### src/common/spi_buf_params.svh
`ifndef SPI_BUF_PARAMS_SVH
`define SPI_BUF_PARAMS_SVH

// host word and spi byte widths
`define SPI_WORD_W 32
`define SPI_BYTE_W 8

// words held by each buffer
`define SPI_BUF_DEPTH 10

// clk cycles per sclk half period
`define SPI_HALF_DIV 4

`endif

### src/common/spi_buf_pkg.sv
`include "spi_buf_params.svh"

package spi_buf_pkg;

	// host opcodes, codes 5..7 are unused
	typedef enum logic [2:0] {
		OP_NOP   = 3'd0,
		OP_WRITE = 3'd1,
		OP_START = 3'd2,
		OP_READ  = 3'd3,
		OP_CLEAR = 3'd4
	} cmd_op_e;

	typedef struct packed {
		cmd_op_e                op;
		logic [`SPI_WORD_W-1:0] data; // only used by OP_WRITE
	} host_cmd_t;

	// buffer flags, has_data sits in bit 0
	typedef struct packed {
		logic full;     // write pointer at depth
		logic done;     // everything written was read back
		logic empty;    // write pointer is zero
		logic has_data; // unread words remain
	} buf_status_t;

	typedef enum logic [2:0] {
		ST_IDLE,
		ST_FETCH,  // pull next tx word
		ST_LOAD,   // wait for buffer read data
		ST_SHIFT,
		ST_STORE,  // push assembled rx word
		ST_FINISH
	} shift_state_e;

endpackage

### src/hdl/spi_buf_top.sv
`timescale 1ns/10ps
`include "spi_buf_params.svh"

module spi_buf_top (
	input  logic                     clk,
	input  logic                     rst,
	input  logic                     cmd_valid,
	input  spi_buf_pkg::host_cmd_t   cmd,
	input  logic                     miso,
	output logic [`SPI_WORD_W-1:0]   rd_data,
	output logic                     rd_valid,
	output logic                     cmd_error,
	output spi_buf_pkg::buf_status_t tx_status,
	output spi_buf_pkg::buf_status_t rx_status,
	output logic                     sclk,
	output logic                     mosi,
	output logic                     cs_n,
	output logic                     busy,
	output logic                     xfer_done
);

	logic                   tx_wr;
	logic [`SPI_WORD_W-1:0] wr_data;
	logic                   start;
	logic                   rx_rd;
	logic                   clear;
	logic                   tx_rd;
	logic [`SPI_WORD_W-1:0] tx_data;
	logic                   tx_valid;
	logic                   rx_wr;
	logic [`SPI_WORD_W-1:0] rx_data;

	spi_cmd_decode i_cmd_decode (
		.clk       (clk),
		.rst       (rst),
		.cmd_valid (cmd_valid),
		.cmd       (cmd),
		.busy      (busy),
		.tx_status (tx_status),
		.tx_wr     (tx_wr),
		.start     (start),
		.rx_rd     (rx_rd),
		.clear     (clear),
		.cmd_error (cmd_error),
		.wr_data   (wr_data)
	);

	// host fills, engine drains
	spi_word_buffer i_tx_buf (
		.clk      (clk),
		.rst      (rst),
		.clear    (clear),
		.wr       (tx_wr),
		.wr_data  (wr_data),
		.rd       (tx_rd),
		.rd_data  (tx_data),
		.rd_valid (tx_valid),
		.status   (tx_status)
	);

	// engine fills, host drains
	spi_word_buffer i_rx_buf (
		.clk      (clk),
		.rst      (rst),
		.clear    (clear),
		.wr       (rx_wr),
		.wr_data  (rx_data),
		.rd       (rx_rd),
		.rd_data  (rd_data),
		.rd_valid (rd_valid),
		.status   (rx_status)
	);

	spi_shift_engine i_shift_engine (
		.clk       (clk),
		.rst       (rst),
		.start     (start),
		.tx_status (tx_status),
		.tx_data   (tx_data),
		.tx_valid  (tx_valid),
		.miso      (miso),
		.tx_rd     (tx_rd),
		.rx_wr     (rx_wr),
		.rx_data   (rx_data),
		.sclk      (sclk),
		.mosi      (mosi),
		.cs_n      (cs_n),
		.busy      (busy),
		.xfer_done (xfer_done)
	);

endmodule

### src/hdl/spi_cmd_decode.sv
`timescale 1ns/10ps
`include "spi_buf_params.svh"

module spi_cmd_decode (
	input  logic                     clk,
	input  logic                     rst,
	input  logic                     cmd_valid,
	input  spi_buf_pkg::host_cmd_t   cmd,
	input  logic                     busy,
	input  spi_buf_pkg::buf_status_t tx_status,
	output logic                     tx_wr,
	output logic                     start,
	output logic                     rx_rd,
	output logic                     clear,
	output logic                     cmd_error,
	output logic [`SPI_WORD_W-1:0]   wr_data
);

	import spi_buf_pkg::*;

	logic armed; // low until the first edge after reset
	logic valid;

	always_ff @(posedge clk or posedge rst) begin
		if (rst) begin
			armed <= 1'b0;
		end else begin
			armed <= 1'b1;
		end
	end

	assign valid   = cmd_valid && armed;
	assign wr_data = cmd.data;

	// exactly one strobe or an error per accepted command
	always_comb begin
		tx_wr     = 1'b0;
		start     = 1'b0;
		rx_rd     = 1'b0;
		clear     = 1'b0;
		cmd_error = 1'b0;
		if (valid) begin
			case (cmd.op)
				OP_NOP: begin
				end
				OP_WRITE: begin
					tx_wr     = !busy;
					cmd_error = busy;
				end
				OP_START: begin
					start     = !busy && tx_status.has_data;
					cmd_error = busy || !tx_status.has_data;
				end
				OP_READ: rx_rd = 1'b1; // fine during a transfer
				OP_CLEAR: begin
					clear     = !busy;
					cmd_error = busy;
				end
				default: cmd_error = 1'b1;
			endcase
		end
	end

endmodule

### src/hdl/spi_shift_engine.sv
`timescale 1ns/10ps
`include "spi_buf_params.svh"

module spi_shift_engine (
	input  logic                     clk,
	input  logic                     rst,
	input  logic                     start,
	input  spi_buf_pkg::buf_status_t tx_status,
	input  logic [`SPI_WORD_W-1:0]   tx_data,
	input  logic                     tx_valid,
	input  logic                     miso,
	output logic                     tx_rd,
	output logic                     rx_wr,
	output logic [`SPI_WORD_W-1:0]   rx_data,
	output logic                     sclk,
	output logic                     mosi,
	output logic                     cs_n,
	output logic                     busy,
	output logic                     xfer_done
);

	import spi_buf_pkg::*;

	localparam int BYTES  = `SPI_WORD_W / `SPI_BYTE_W;
	localparam int DIV_W  = $clog2(`SPI_HALF_DIV + 1);
	localparam int BIT_W  = $clog2(`SPI_BYTE_W);
	localparam int BCNT_W = $clog2(BYTES);

	shift_state_e           state;
	logic [DIV_W-1:0]       div_cnt;
	logic [BIT_W-1:0]       bit_cnt;  // bit within the current byte
	logic [BCNT_W-1:0]      byte_cnt;
	logic [`SPI_WORD_W-1:0] shreg;    // tx out the top, rx in at the bottom
	logic                   miso_q;
	logic                   half_tick;
	logic                   byte_end;
	logic                   last_bit;

	assign half_tick = (div_cnt == DIV_W'(`SPI_HALF_DIV - 1));
	assign byte_end  = (bit_cnt == BIT_W'(`SPI_BYTE_W - 1));
	assign last_bit  = byte_end && (byte_cnt == BCNT_W'(BYTES - 1));

	assign busy      = (state != ST_IDLE);
	assign xfer_done = (state == ST_FINISH);
	assign tx_rd     = (state == ST_FETCH) && tx_status.has_data;
	assign rx_wr     = (state == ST_STORE);
	assign rx_data   = shreg;

	always_ff @(posedge clk or posedge rst) begin
		if (rst) begin
			state    <= ST_IDLE;
			div_cnt  <= '0;
			bit_cnt  <= '0;
			byte_cnt <= '0;
			sclk     <= 1'b0;
			mosi     <= 1'b0;
			cs_n     <= 1'b1;
		end else begin
			case (state)
				ST_IDLE: begin
					if (start) begin
						state <= ST_FETCH;
						cs_n  <= 1'b0; // select drops together with busy
					end
				end
				ST_FETCH: state <= tx_status.has_data ? ST_LOAD : ST_FINISH;
				ST_LOAD: begin
					if (tx_valid) begin
						state    <= ST_SHIFT;
						div_cnt  <= '0;
						bit_cnt  <= '0;
						byte_cnt <= '0;
						mosi     <= tx_data[`SPI_WORD_W-1]; // first bit ahead of rising edge
					end
				end
				ST_SHIFT: begin
					if (half_tick) begin
						div_cnt <= '0;
						sclk    <= ~sclk;
						if (sclk) begin
							// falling edge, present the next bit
							mosi    <= last_bit ? 1'b0 : shreg[`SPI_WORD_W-2];
							bit_cnt <= byte_end ? '0 : bit_cnt + 1'b1;
							if (byte_end) begin
								byte_cnt <= byte_cnt + 1'b1;
							end
							if (last_bit) begin
								state <= ST_STORE;
							end
						end
					end else begin
						div_cnt <= div_cnt + 1'b1;
					end
				end
				ST_STORE: state <= ST_FETCH;
				ST_FINISH: begin
					state <= ST_IDLE;
					cs_n  <= 1'b1;
					mosi  <= 1'b0;
				end
				default: state <= ST_IDLE;
			endcase
		end
	end

	// datapath: sample on rising sclk, shift on falling sclk
	always_ff @(posedge clk) begin
		if (state == ST_LOAD && tx_valid) begin
			shreg <= tx_data;
		end else if (state == ST_SHIFT && half_tick) begin
			if (!sclk) begin
				miso_q <= miso;
			end else begin
				shreg <= {shreg[`SPI_WORD_W-2:0], miso_q};
			end
		end
	end

endmodule

### src/spi_buffer/spi_word_buffer.sv
`timescale 1ns/10ps
`include "spi_buf_params.svh"

module spi_word_buffer (
	input  logic                     clk,
	input  logic                     rst,
	input  logic                     clear,
	input  logic                     wr,
	input  logic [`SPI_WORD_W-1:0]   wr_data,
	input  logic                     rd,
	output logic [`SPI_WORD_W-1:0]   rd_data,
	output logic                     rd_valid,
	output spi_buf_pkg::buf_status_t status
);

	// one extra pointer value so full can be seen at depth
	localparam int PTR_W = $clog2(`SPI_BUF_DEPTH + 1);
	localparam logic [PTR_W-1:0] PTR_LAST = PTR_W'(`SPI_BUF_DEPTH);

	logic [`SPI_WORD_W-1:0] mem [`SPI_BUF_DEPTH];
	logic [PTR_W-1:0]       wr_ptr;
	logic [PTR_W-1:0]       rd_ptr;
	logic                   done_q;
	logic                   full;
	logic                   has_data;
	logic                   wr_ok;
	logic                   rd_ok;
	logic                   drained;

	assign full     = (wr_ptr == PTR_LAST);
	assign has_data = (wr_ptr != rd_ptr);

	assign wr_ok = wr && !full;     // writes past depth are dropped
	assign rd_ok = rd && has_data;

	// all words consumed and the bus is quiet, so rewind
	assign drained = (wr_ptr == rd_ptr) && (wr_ptr != '0) && !wr && !rd;

	always_comb begin
		status.full     = full;
		status.done     = done_q;
		status.empty    = (wr_ptr == '0);
		status.has_data = has_data;
	end

	always_ff @(posedge clk) begin
		if (wr_ok && !clear) begin
			mem[wr_ptr] <= wr_data;
		end
	end

	// pointers and the done flag
	always_ff @(posedge clk or posedge rst) begin
		if (rst) begin
			wr_ptr <= '0;
			rd_ptr <= '0;
			done_q <= 1'b0;
		end else if (clear) begin
			wr_ptr <= '0;
			rd_ptr <= '0;
			done_q <= 1'b0;
		end else if (drained) begin
			wr_ptr <= '0;
			rd_ptr <= '0;
			done_q <= 1'b1;
		end else begin
			if (wr_ok) begin
				wr_ptr <= wr_ptr + 1'b1;
				done_q <= 1'b0; // fresh data pending again
			end
			if (rd_ok) begin
				rd_ptr <= rd_ptr + 1'b1;
			end
		end
	end

	// read port, one cycle latency, zero on a refused read
	always_ff @(posedge clk) begin
		if (rd_ok) begin
			rd_data <= mem[rd_ptr];
		end else begin
			rd_data <= '0;
		end
	end

	always_ff @(posedge clk or posedge rst) begin
		if (rst) begin
			rd_valid <= 1'b0;
		end else begin
			rd_valid <= rd_ok;
		end
	end

endmodule

### config.mk
export PLATFORM = sky130hd
export DESIGN_NAME = spi_buf_top
export DESIGN_NICKNAME = d
export VERILOG_FILES = /design/src/common/spi_buf_pkg.sv /design/src/hdl/spi_buf_top.sv /design/src/hdl/spi_cmd_decode.sv /design/src/hdl/spi_shift_engine.sv /design/src/spi_buffer/spi_word_buffer.sv
export VERILOG_INCLUDE_DIRS = /design/src /design/src/common
export SDC_FILE = /design/constraint.sdc
export NUM_CORES = 1
export LEC_CHECK = 0
export CAP_MARGIN = 15
export CELL_PAD_IN_SITES_DETAIL_PLACEMENT = 0
export CELL_PAD_IN_SITES_GLOBAL_PLACEMENT = 1
export CORE_MARGIN = 8
export CORE_UTILIZATION = 45
export CTS_CLUSTER_DIAMETER = 60
export DETAILED_ROUTE_END_ITERATION = 6
export DONT_BUFFER_PORTS = 1
export PLACE_DENSITY = 0.81
export SKIP_CTS_REPAIR_TIMING = 1
export SLEW_MARGIN = 15
export SYNTH_ARGS = -nofsm -noshare
export SYNTH_HDL_FRONTEND = slang
export SYNTH_SLANG_ARGS = --single-unit
### constraint.sdc
create_clock -name clk -period 3.9 [get_ports clk]
set_input_delay 0.39 -clock clk [delete_from_list [all_inputs] [get_ports clk]]
set_output_delay 0.39 -clock clk [all_outputs]
set_load 0.01 [all_outputs]
# ---- After elaboration in Yosys (flattened, before gate mapping)
# Memories as Yosys holds them, arrays and structs flattened. A register that Yosys moved wholly into a read port is not among the register bits.
# Index checks and enable logic that the tools add are counted.
dict set report word_totals {
  reg_bits 68
  ram_bits 640
  in_bits 39
  output_inout_bits 47
  wordCells 171
  memories 2
}
# memory words width read_ports rd_clocked_by_memory_dff write_ports line_no
set mem_list {}
lappend mem_list {i_rx_buf.mem 10 32 1 1 1 spi_word_buffer.sv:20} ;# logic [`SPI_WORD_W-1:0] mem [`SPI_BUF_DEPTH];
lappend mem_list {i_tx_buf.mem 10 32 1 1 1 spi_word_buffer.sv:20}
dict set report op_classes {
  addsub 7
  eq_ne 24
  n_mux 61
  bitwise 2
  n_reduce_logical 57
}
# operator n
set ops {}
lappend ops {{32-bit 2-to-1 mux} 3}
lappend ops {{4-bit 2-to-1 mux} 12}
lappend ops {{3-bit 2-to-1 mux} 11}
lappend ops {{1-bit 2-to-1 mux} 24}
lappend ops {{1-bit logical AND} 18}
lappend ops {{3-bit nonzero test} 6}
lappend ops {{4-bit by 1-bit adder with 4-bit output (second input constant)} 4}
lappend ops {{3-bit by 2-bit equality test with 1-bit output (second input constant)} 5}
lappend ops {{3-bit case mux with 5 select lines} 1}
lappend ops {{3-bit equality test (second input constant)} 4}
lappend ops {{3-bit case mux with 2 select lines} 2}
lappend ops {{1-bit zero test} 11}
lappend ops {{5-bit AND reduction} 2}
lappend ops {{4-bit equality test} 2}
lappend ops {{4-bit equality test (second input constant)} 2}
lappend ops {{4-bit zero test} 2}
lappend ops {{2-bit 2-to-1 mux} 4}
lappend ops {{2-bit by 1-bit != test with 1-bit output (second input constant)} 4}
lappend ops {{4-bit != test} 2}
lappend ops {{2-bit AND reduction} 4}
lappend ops {{4-bit AND reduction} 2}
lappend ops {{2-bit nonzero test} 4}
lappend ops {{4-bit nonzero test} 2}
lappend ops {{3-bit by 1-bit adder with 3-bit output (second input constant)} 2}
lappend ops {{other kinds (12)} 18}

# ---- Longest topological paths before layout
dict set report depth {
  word_depth 9
  depth_mapped 8
  ltp_nobuf 6
}

# ---- Modules after synthesis
# A second synthesis with hierarchy kept.
dict set report hier_totals {
  cells_unflattened 1611
  hier_area_um2 29986.3
}
# mod n_inst cells_per_inst area_each_um2 seq_area_each_um2
set by_module_without_submodules {}
lappend by_module_without_submodules {spi_word_buffer 2 704 13698.1 10500.1}
lappend by_module_without_submodules {spi_shift_engine 1 153 2228.4 1342.5}
lappend by_module_without_submodules {spi_cmd_decode 1 50 361.6 25.0}

# ---- Worst setup path before layout
# Ideal clock, no wire load.
dict set report synth_path {
  path_type {reg2reg}
  start {reg i_shift_engine.state[0]}
  end {mem i_tx_buf.mem[0][0] in the netlist's numbering (enable)}
  setup_time_ns 0.461
  arrival_ns 3.492
  t_required_ns 3.439
  setup_slack_ns -0.053
  path_stages_with_launch 4
  n_path_buf 0
  period_less_slack_ns 3.953
  cell_sequence {dfrtp_1 > or4_4 > or2_4 > nor3_1}
}
dict set report synth_between {
  elab_chain_cells 8
  elab_cells_between_ends 11
  cone_classes {mux (6); reduce/logical (5)}
}
# item line_no
set synth_lines {}
lappend synth_lines {{start: declaration} spi_shift_engine.sv:29} ;# shift_state_e state;
lappend synth_lines {{start signal: assignment} spi_shift_engine.sv:66} ;# ST_FETCH: state <= tx_status.has_data ? ST_LOAD : ST_FINISH;
lappend synth_lines {{3-bit nonzero test *} spi_shift_engine.sv:43} ;# assign busy = (state != ST_IDLE);
lappend synth_lines {{1-bit zero test *} {spi_cmd_decode.sv:47, spi_cmd_decode.sv:56}}
lappend synth_lines {{1-bit 2-to-1 mux} spi_cmd_decode.sv:43} ;# case (cmd.op)
lappend synth_lines {{1-bit 2-to-1 mux} spi_cmd_decode.sv:42} ;# if (valid) begin
lappend synth_lines {{1-bit logical AND or 1-bit zero test (tied branches)} {spi_word_buffer.sv:33, spi_word_buffer.sv:47}}
lappend synth_lines {{1-bit logical AND *} spi_word_buffer.sv:47} ;# if (wr_ok && !clear) begin
lappend synth_lines {{1-bit 2-to-1 mux *} spi_word_buffer.sv:47}
lappend synth_lines {{1-bit 2-to-1 mux (not written as such) *} spi_word_buffer.sv:48} ;# mem[wr_ptr] <= wr_data;
lappend synth_lines {{end: declaration} spi_word_buffer.sv:20}
# Every way passes the cells marked *; elsewhere a longest branch is shown, timed or not.

# ---- Final worst setup path
dict set report layout_path {
  start {reg i_tx_buf.rd_ptr[0]}
  end {out cmd_error}
}
dict set report layout_between {
  elab_chain_cells 5
}
# item line_no
set layout_lines {}
lappend layout_lines {{start: declaration} spi_word_buffer.sv:22} ;# logic [PTR_W-1:0] rd_ptr;
lappend layout_lines {{start signal: assignment} spi_word_buffer.sv:72} ;# rd_ptr <= rd_ptr + 1'b1;
lappend layout_lines {{4-bit != test} spi_word_buffer.sv:31} ;# assign has_data = (wr_ptr != rd_ptr);
lappend layout_lines {{1-bit zero test} spi_cmd_decode.sv:52} ;# cmd_error = busy || !tx_status.has_data;
lappend layout_lines {{1-bit logical OR} spi_cmd_decode.sv:52}
lappend layout_lines {{1-bit case mux with 3 select lines} spi_cmd_decode.sv:43}
lappend layout_lines {{1-bit 2-to-1 mux} spi_cmd_decode.sv:42}
lappend layout_lines {{end: declaration} spi_buf_top.sv:12} ;# output logic cmd_error,
# No other way between the ends.

==> flow_summary.yaml <==
status:
  status: "complete, no violations"
final_layout:
  post-route-util_pct: 50.9
  drive_gt1_share_pct: 21.5
  fin_area_mm2: 0.0332
  finalNonFillerCells: 2469
  syn2layout_area_growth_pct: 12.8
  mostFrequentLayoutCells: "edfxtp_1 (673), a211oi_1 (132), mux4_2 (128), clkbuf_16 (77), nor2b_1 (68)"
  nFillCells: 5038
  layout_commonest_cell: "edfxtp_1"
  fin_nets: 1594
synth:
  synthFlopType: "edfxtp_1"
  yosys_warnings: 0
  syn-num-nets: 1531
  yosysUniqueCellTypes: 56
  synth_edf_count: 673
  async_flop_share_pct: 4.53
  syn_avg_cell_area_um2: 19.9
  synth_area_mm2: 0.0295
  yosysSeqAreaShare_pct: 75.9
  syn_inst: 1478
  ys_seq_elements: 772
clock_tree:
  cts_buffer_depth: 3
  path_clk_slew_ns: 0.06
  cts_tree: "done"
  clkSinkCount: 772
  cts-root-buf: "clkbuf_16"
  htreeDepth: 3
  clock_latency_ns: 0.62
  cts_made_buffers: 76
sta:
  tightest_slew_ns: 1.01
  finalSetupViolations: 0
  relSlewSlack_pct: 32.3
  drv_slew: 0
  finalClockSkew_ns: 0.0297
  setup_tns_ns: 0
  fmax_ghz: 0.351
  setup_slack_ns: 1.05
  fin_crit_ns: 2.85
  fin_hold_ws_ns: 0.0297
  finalHoldViolCount: 0
  grt_setup_unrepaired: "no"
  period_share_pct: 73.0
critical_path:
  startpoint_type: "register"
  cp_max_fo: 8
  endpoint_kind: "output port"
  worst-setup-path-type: "reg2out"
  max_stage_delay_ns: 0.56
  critPathSlowestCell: "nor4_4"
  crit_family: "simple AND/OR/NAND/NOR gates"
  required_ns: 3.51
  cp.arrival_ns: 2.46
  crit_path_cell_trace: "xor2_1 -> nor4_4 -> o21ai_1 -> a211oi_1"
  critPathBufInv: 0
placed_design:
  post-place-ws_ns: 1.21
  place_area_mm2: 0.0305
  hpwlAfterDp_um: 31000
  port_buffers: 0
  dp.cells: 2292
  gp_congestion: 0.744
floorplanning:
  ioPinCount: 86
  die_x_um: 272
  die-area_mm2: 0.0739
  initial_core_util_pct: 45.1
  core-area_mm2: 0.0653
  num_rows: 94
  fp.dieH_um: 272
route:
  drc: 0
  ant_nets: 0
  dr.first_iter.drc_count: 1023
  first_pass_iters: 5
  avgViaCountPerCell: 5.57
  num_vias: 13800
  post_drt_wl_per_cell_um: 22.6
  routed_wl_um: 55800
pwr:
  powerDensity_mw_per_mm2: 622
  finalPower_mw: 20.7
  p_leak_nw: 10.5
  vdd_drop_max_v: 0.000440
worst_hold_path:
  hp-class: "in2reg"
global_route:
  top_usage_layer: "met2"
  grt_pass1_wl_um: 85600
  grt_max_degree: 68
  globalRouteMet3Util_pct: 3.22
  grt_pass1_vias: 14200
  grt_use_total_pct: 15.0
  met2_usage_pct: 26.0
  use_met1_pct: 19.3
  gr-total-overflow: 0
  antenna_found_initial: 3
flow_run:
  cap_violations: 0
[sequential cells by signal, indices dropped and copies added (netlist names)]
register / cells
i_cmd_decode.armed: 1
i_shift_engine.byte_cnt: 2
i_shift_engine.bit_cnt: 3
i_shift_engine.cs_n: 1
i_tx_buf.rd_data: 32
i_shift_engine.rx_data: 32
i_rx_buf.rd_valid: 1
i_shift_engine.div_cnt: 3
i_rx_buf.done_q: 1
i_rx_buf.rd_ptr: 4
i_tx_buf.mem: 320
i_tx_buf.rd_valid: 1
i_shift_engine.state: 3
i_rx_buf.mem: 320
i_shift_engine.miso_q: 1
i_rx_buf.wr_ptr: 4
i_rx_buf.rd_data: 32
i_tx_buf.done_q: 1
i_tx_buf.wr_ptr: 4
i_tx_buf.rd_ptr: 4
i_shift_engine.mosi: 1
i_shift_engine.sclk: 1
[metal layers]
layer	part of all wire (%)	wire length (µm)
met3	5.4	2990
met2	51	28300
met4	1.9	1050
met1	42	23500
met5	0.023	13
[worst paths after layout]
path	end	slack, ns	depth (start not counted)	startpoint
worst max-delay path	cmd_error	1.05	4	i_tx_buf.rd_ptr[0]$_DFFE_PP0P_
worst min-delay path	i_shift_engine.cs_n$_DFFE_PP1P_	0.03	3	cmd[33]
worst max register to register	i_tx_buf.mem[7][3]$_DFFE_PP_	1.17	5	i_shift_engine.state[0]$_DFFE_PP0P_
worst min register to register	i_shift_engine.bit_cnt[0]$_DFFE_PP0P_	0.49	1	i_shift_engine.bit_cnt[0]$_DFFE_PP0P_
max in group asynchronous	i_tx_buf.rd_ptr[3]$_DFFE_PP0P_	2.90	3	rst
min in group asynchronous	i_rx_buf.rd_ptr[0]$_DFFE_PP0P_	0.34	2	rst
[worst min-delay path, cell delays in order]
cell and delay, ns:
nand3b_1 0.08, o31ai_1 0.07, nand2_1 0.06
[cells by family after synthesis]
kind of cell | after synthesis | share of synthesized area [%]
other | 1 | 0.0127
adders and majority gates | 15 | 0.629
AOI/OAI and AO/OA | 167 | 4.16
DFF | 772 | 75.9
muxes | 227 | 13.3
buffers and inverters | 108 | 1.86
xor gates and xnor gates | 16 | 0.476
and+or+nand+nor | 172 | 3.66
[cell type report]
cell class                 instances  area, µm²  share of cell area (%)
timing repair buffer              75        688                    2.07
clock inverter                    30        270                   0.813
multi-input combinational        598       6590                    19.8
clock buffer                     110       2150                    6.47
inverter                          18       67.6                   0.203
sequential                       772      22400                    67.4
tap                              864       1080                    3.25
antenna                            2       5.00                  0.0151
[power breakdown]
part / switching [mW] / internal (mW)
Clock: 2.98 / 4.06
Combinational: 1.98 / 1.88
Sequential: 0.449 / 9.33
Total: 5.41 / 15.3
[synthesized netlist by cell type (all sizes together) (2+ instances only)]
library cell | number | area, µm²
mux2i | 67 | 671
and3 | 10 | 62.6
o21ai | 14 | 70.1
nor2 | 17 | 78.8
ha | 14 | 175
and3b | 3 | 27.5
xnor2 | 8 | 70.1
mux2 | 32 | 360
a211oi | 132 | 991
edfxtp | 673 | 20200
nor3b | 6 | 55.1
nand4 | 3 | 18.8
clkbuf | 32 | 120
inv | 18 | 67.6
nand2 | 16 | 60.1
dfrtp | 34 | 851
nor4 | 2 | 42.5
xor2 | 8 | 70.1
nand3 | 9 | 45.0
or3 | 5 | 31.3
a22o | 2 | 17.5
nor3 | 8 | 45.0
buf | 58 | 359
nor2b | 68 | 425
a31o | 4 | 43.8
dfxtp | 64 | 1280
and2 | 12 | 75.1
o31ai | 2 | 15.0
nand2b | 3 | 18.8
a21oi | 10 | 57.6
mux4 | 128 | 2880
nand3b | 4 | 30.0
Power figures use the tool's default switching activity.
